### src/dcacheConsts.svh
// Data cache constants
// widths, cache geometry, operation modes and status codes
`ifndef DCACHE_CONSTS_SVH
`define DCACHE_CONSTS_SVH

`define DC_ADDR_W	32
`define DC_DATA_W	64
`define DC_LINE_W	128
// 64 lines, 16 bytes each
`define DC_INDEX_W	6
`define DC_OFFSET_W	4
`define DC_OPM_W	5

// control operations have bits 4:3 clear
`define DC_OPM_READY	5'h00
`define DC_OPM_FLUSH	5'h01
`define DC_OPM_RD_TILE	5'h02
`define DC_OPM_WR_TILE	5'h03
// access groups, the low three bits give size and extension
`define DC_OPM_LOAD		5'h08
`define DC_OPM_STORE	5'h10

`define DC_OK_READY	2'b00
`define DC_OK_OK	2'b01
`define DC_OK_HOLD	2'b10

`endif

### src/dcachePkg.sv
// Data cache shared types
// addresses, lines, tag entries and status values
`include "dcacheConsts.svh"

package dcachePkg;

	typedef logic [`DC_ADDR_W-1:0] dcAddr;
	typedef logic [`DC_DATA_W-1:0] dcWord;
	typedef logic [`DC_LINE_W-1:0] dcLine;
	typedef logic [`DC_INDEX_W-1:0] dcIndex;

	// address bits above index and offset
	typedef logic [`DC_ADDR_W-`DC_INDEX_W-`DC_OFFSET_W-1:0] dcTag;

	// valid is only ever written as 1, the flush mask does the invalidation
	typedef struct packed
	{
		dcTag tag;
		logic valid;
		logic dirty;
	} dcTagEntry;

	typedef logic [`DC_OPM_W-1:0] dcOpm;
	typedef logic [1:0] dcStatus;

endpackage

### src/missEngine.sv
// Miss sequencer
// writes back a dirty victim, then reads the new line on the memory port
`timescale 1ns/100ps
`include "dcacheConsts.svh"

module missEngine
(
	input logic clock,
	input logic reset,
	input logic start,
	input logic victimDirty,
	input dcachePkg::dcLine victimLine,
	input dcachePkg::dcAddr victimAddr,
	input dcachePkg::dcAddr fillAddr,
	output logic fillDone,
	output dcachePkg::dcLine fillLine,
	output dcachePkg::dcAddr memAddr,
	output dcachePkg::dcOpm memOpm,
	output dcachePkg::dcLine memDataOut,
	input dcachePkg::dcLine memDataIn,
	input dcachePkg::dcStatus memOk
);

	import dcachePkg::*;

	typedef enum logic [2:0]
	{
		sIdle,
		sWbIssue,
		sWbRelease,
		sRdIssue,
		sRdRelease,
		sDone
	} engineState;

	engineState state;
	dcAddr refillAddr;

	assign fillDone = (state == sDone);

	always_ff @(posedge clock)
	begin
		if (reset)
		begin
			state <= sIdle;
			memOpm <= `DC_OPM_READY;
		end
		else
		begin
			case (state)
				sIdle:
					if (start)
						state <= victimDirty ? sWbIssue : sRdIssue;
				sWbIssue:
					if (memOpm == `DC_OPM_READY)
					begin
						if (memOk == `DC_OK_READY)
							memOpm <= `DC_OPM_WR_TILE;
					end
					else if (memOk == `DC_OK_OK)
					begin
						memOpm <= `DC_OPM_READY;
						state <= sWbRelease;
					end
				sWbRelease:
					if (memOk == `DC_OK_READY)
						state <= sRdIssue;
				sRdIssue:
					if (memOpm == `DC_OPM_READY)
					begin
						if (memOk == `DC_OK_READY)
							memOpm <= `DC_OPM_RD_TILE;
					end
					else if (memOk == `DC_OK_OK)
					begin
						memOpm <= `DC_OPM_READY;
						state <= sRdRelease;
					end
				sRdRelease:
					if (memOk == `DC_OK_READY)
						state <= sDone;
				default:
					state <= sIdle;	// done lasts one cycle
			endcase
		end
	end

	always_ff @(posedge clock)
	begin
		if ((state == sIdle) && start)
		begin
			memAddr <= victimDirty ? victimAddr : fillAddr;
			memDataOut <= victimLine;
			refillAddr <= fillAddr;
		end
		if (state == sWbRelease)
			memAddr <= refillAddr;	// read follows the write-back
		if ((state == sRdIssue) && (memOpm != `DC_OPM_READY) && (memOk == `DC_OK_OK))
			fillLine <= memDataIn;
	end

	// memory holds us off, so the operation must stay put meanwhile
	opmStable: assert property (@(posedge clock) disable iff (reset)
		$changed(memOpm) |-> ($past(memOk) != `DC_OK_HOLD));

	startIdle: assert property (@(posedge clock) disable iff (reset)
		start |-> (state == sIdle));

endmodule

### config.mk
export PLATFORM = sky130hd
export DESIGN_NAME = missEngine
export DESIGN_NICKNAME = d
export VERILOG_FILES = /design/src/dcachePkg.sv /design/src/missEngine.sv
export VERILOG_INCLUDE_DIRS = /design/src
export SDC_FILE = /design/constraint.sdc
export NUM_CORES = 1
export LEC_CHECK = 0
export BUFFER_PORTS_ARGS = -buffer_cell sky130_fd_sc_hd__buf_4
export CAP_MARGIN = 10
export CORE_AREA = 3 3 241 243
export DETAILED_ROUTE_END_ITERATION = 7
export DIE_AREA = 0 0 244 246
export SLEW_MARGIN = 10
export SYNTH_ARGS = -nofsm -noshare
export SYNTH_HDL_FRONTEND = slang
export SYNTH_SLANG_ARGS = --single-unit
### constraint.sdc
create_clock -name clock -period 56.3 [get_ports clock]
set_input_delay 0 -clock clock [delete_from_list [all_inputs] [get_ports clock]]
set_output_delay 0 -clock clock [all_outputs]
set_load 0.02 [all_outputs]
==> results_dict.tcl <==
set metrics [dict create \
    outcome "complete, no violations" \
    grt_pass1_vias 9369 \
    r2r-start "state[0]$_SDFFE_PP0P_" \
    yosysMostFrequentCell "edfxtp_1" \
    gp_congestion 0.874 \
    whs_path_depth 2 \
    hold_path.class "primary input to register" \
    hold_slack_ns 0.175 \
    die_h_microns 246 \
    synth_edf_count 320 \
    grt_overflow_total 0 \
    area.growth.synth_to_final_pct 93.0 \
    drt_iter0_markers 352 \
    rsz0062_at_grt "no" \
    yosysWarnings 0 \
    cts_resized 0 \
    syn_inst 482 \
    wl_per_cell_microns 19.0 \
    tritoncts "done" \
    worstHoldStart "victimLine[3]" \
    row_count 87 \
    layout-drive-gt1-share_pct 46.7 \
    ys_seq_area_share_pct 90.5 \
    avgSynthCellArea_sq_um 22.4 \
    required_ns 56.45 \
    power.ir.vdd_worst_mv 0.0247 \
    clockBufferDepth 3 \
    clk_pin_slew_worst_paths_ns 0.06 \
    maxSlewHeadroom_pct 26.8 \
    cts-hold-fix-buffers 326 \
    slew_violations 0 \
    clock-sinks 328 \
    max_freq_mhz 320 \
    drv_cap 0 \
    syn_nets 808 \
    vias 8351 \
    setup_viol 0 \
    fillers 5211 \
    drc 0 \
    tightest_slew_ns 1.10 \
    clk_latency_ns 0.54 \
    reg2reg_slack_ns 53.17 \
    period_share_pct 5.55 \
    p_leak_uw 0.00835 \
    reg2regPathDepth 4 \
    finalNetCount 1784 \
    setup_tns_ns 0 \
    r2r_end "memDataOut[0]$_DFFE_PP_" \
    ys_top_cells_by_count "320 x edfxtp_1, 34 x nand2_1, 32 x mux2i_1, 32 x o21ai_0, 9 x buf_2" \
    fin_skew_ns 0.0102 \
    ys_ff_latch 328 \
    period_minus_slack_ns 3.13 \
    initial_core_util_pct 19.2 \
    hold_viol 0 \
    synth_top_cell_by_area "edfxtp_1" \
    cp_max_fo 83 \
    syn_area_sq_um 10800 \
    synthFlopType "edfxtp_1" \
    async_flop_share_pct 0 \
    hold_end "memDataOut[3]$_DFFE_PP_" \
    wirelength_microns 42600 \
    critPathArrivalTime_ns 3.28 \
    numPortBuffers 619 \
    critical_path_class "register to register" \
    grt_start_max_net_pins 84 \
    root_buffer "clkbuf_16" \
    detail-route-antenna-nets 0 \
    met2_usage_pct 23.5 \
    antenna_found_initial 4 \
    power_density_nw_per_um2 32.0 \
    grt_busiest_layer "met2" \
    die_width_microns 244 \
    grt_pass1_wl_microns 59800 \
    grt_usage_pct 13.4 \
    grt_use_met1_pct 13.9 \
    synth.distinct_cells 40 \
    power_uw 667 \
    synthTopCellsByArea "edfxtp_1 89%, mux2i_1 3.0%, dfxtp_1 1.5%" \
    cts_buffers 38 \
    synth_top_area_share_pct 89.0 \
    critPathCaptureType "register" \
    critPathLaunchType "register" \
    dr.pass1.iters 4 \
    cts-htree-levels 2 \
    core_sq_um 56200 \
    dp_hpwl_microns 29100 \
    die_area_sq_um 60000 \
    met3_usage_pct 6.24 \
    vias_per_cell 3.72 \
    io_pins 620 \
    post_cts_buffers 0 \
]
## through the flow
| stage | setup slack, ns | cell area (sq um) | std cells | util, % |
|---|---|---|---|---|
| final | 53.17 | 20800 | 2245 | 37.1 |
| after detailed placement | 53.13 | 16400 | 1848 | 29.1 |
| after floorplan | 36.93 | 10800 | 482 | - |
| after global placement | 53.15 | 16400 | 1848 | 29.1 |
| after CTS | 53.09 | 20800 | 2241 | 37.1 |
| after global routing | 52.91 | 20800 | 2244 | 37.1 |
## worst max path at each step
stage	start	cells after the start	slack [ns]	end
final	state[0]$_SDFFE_PP0P_	4	53.17	memDataOut[0]$_DFFE_PP_
after global routing	state[0]$_SDFFE_PP0P_	4	52.91	memDataOut[0]$_DFFE_PP_
after CTS	state[0]$_SDFFE_PP0P_	4	53.09	memDataOut[0]$_DFFE_PP_
after detailed placement	state[0]$_SDFFE_PP0P_	4	53.13	memDataOut[0]$_DFFE_PP_
after global placement	state[0]$_SDFFE_PP0P_	4	53.15	memDataOut[0]$_DFFE_PP_
after floorplan	state[0]$_SDFFE_PP0P_	3	36.93	memAddr[0]$_DFFE_PP_
## cell families (layout without fill, tap and decap cells)
family | after synthesis | after routing | share of synthesized area (%)
AOI/OAI and AO/OA | 49 | 49 | 2.99
xor gates and xnor gates | 1 | 1 | 0.0812
buffers and inverters | 18 | 1021 | 0.950
DFF | 328 | 328 | 90.5
muxes | 32 | 32 | 2.97
other | 0 | 4 | 0
and+or+nand+nor | 54 | 54 | 2.50
## where the power goes
part	switching, uW	leakage, uW	total (uW)	internal [uW]
Clock	101	0.000577	242	141
Combinational	63.2	0.00474	118	55.1
Sequential	8.74	0.00304	307	298
Total	173	0.00835	667	494
## flip-flops by register name, summed over array words and instances, names as in the netlist
| signal | cells |
|---|---|
| memDataOut | 128 |
| refillAddr | 32 |
| fillLine | 128 |
| memAddr | 32 |
| state | 3 |
| memOpm | 5 |
## worst max-delay path: stages (launching register included)
cell	delay (ns)
dfxtp_1	0.40
nor4b_2	0.30
buf_4	0.46
buf_4	0.56
buf_4	0.87
## final cells by class
cell class / count / area, sq um / area share (%)
sequential: 328 / 9770 / 46.9
inverter: 3 / 11.3 / 0.0541
clock buffer: 46 / 1000 / 4.81
antenna: 4 / 10.0 / 0.0480
tap: 756 / 946 / 4.54
clock inverter: 21 / 199 / 0.955
multi-input combinational: 136 / 940 / 4.51
timing repair buffer: 951 / 7960 / 38.2
## layout by cell type, fill, tap and decap left out, types with 2 or more instances in the layout
cell             n
a21oi_1          5
buf_4          625
bufinv_16        3
clkbuf_1         7
clkbuf_16       39
clkinv_1         5
clkinv_2         5
clkinv_4         2
clkinvlp_4       4
dfxtp_1          8
diode_2          4
dlygate4sd3_1  326
edfxtp_1       320
inv_1            3
inv_6            2
mux2i_1         32
nand2_1         34
nor2_1           3
nor3b_1          2
nor3b_2          2
o21a_1           2
o21ai_0         32
## per-layer routing
metal	part of all wire, %	up-vias
li1	-	3851
met1	35	3960
met2	51	472
met3	11	68
met4	3.2	0
met5	0	-
Note: power is estimated with default switching activity, not from simulation.
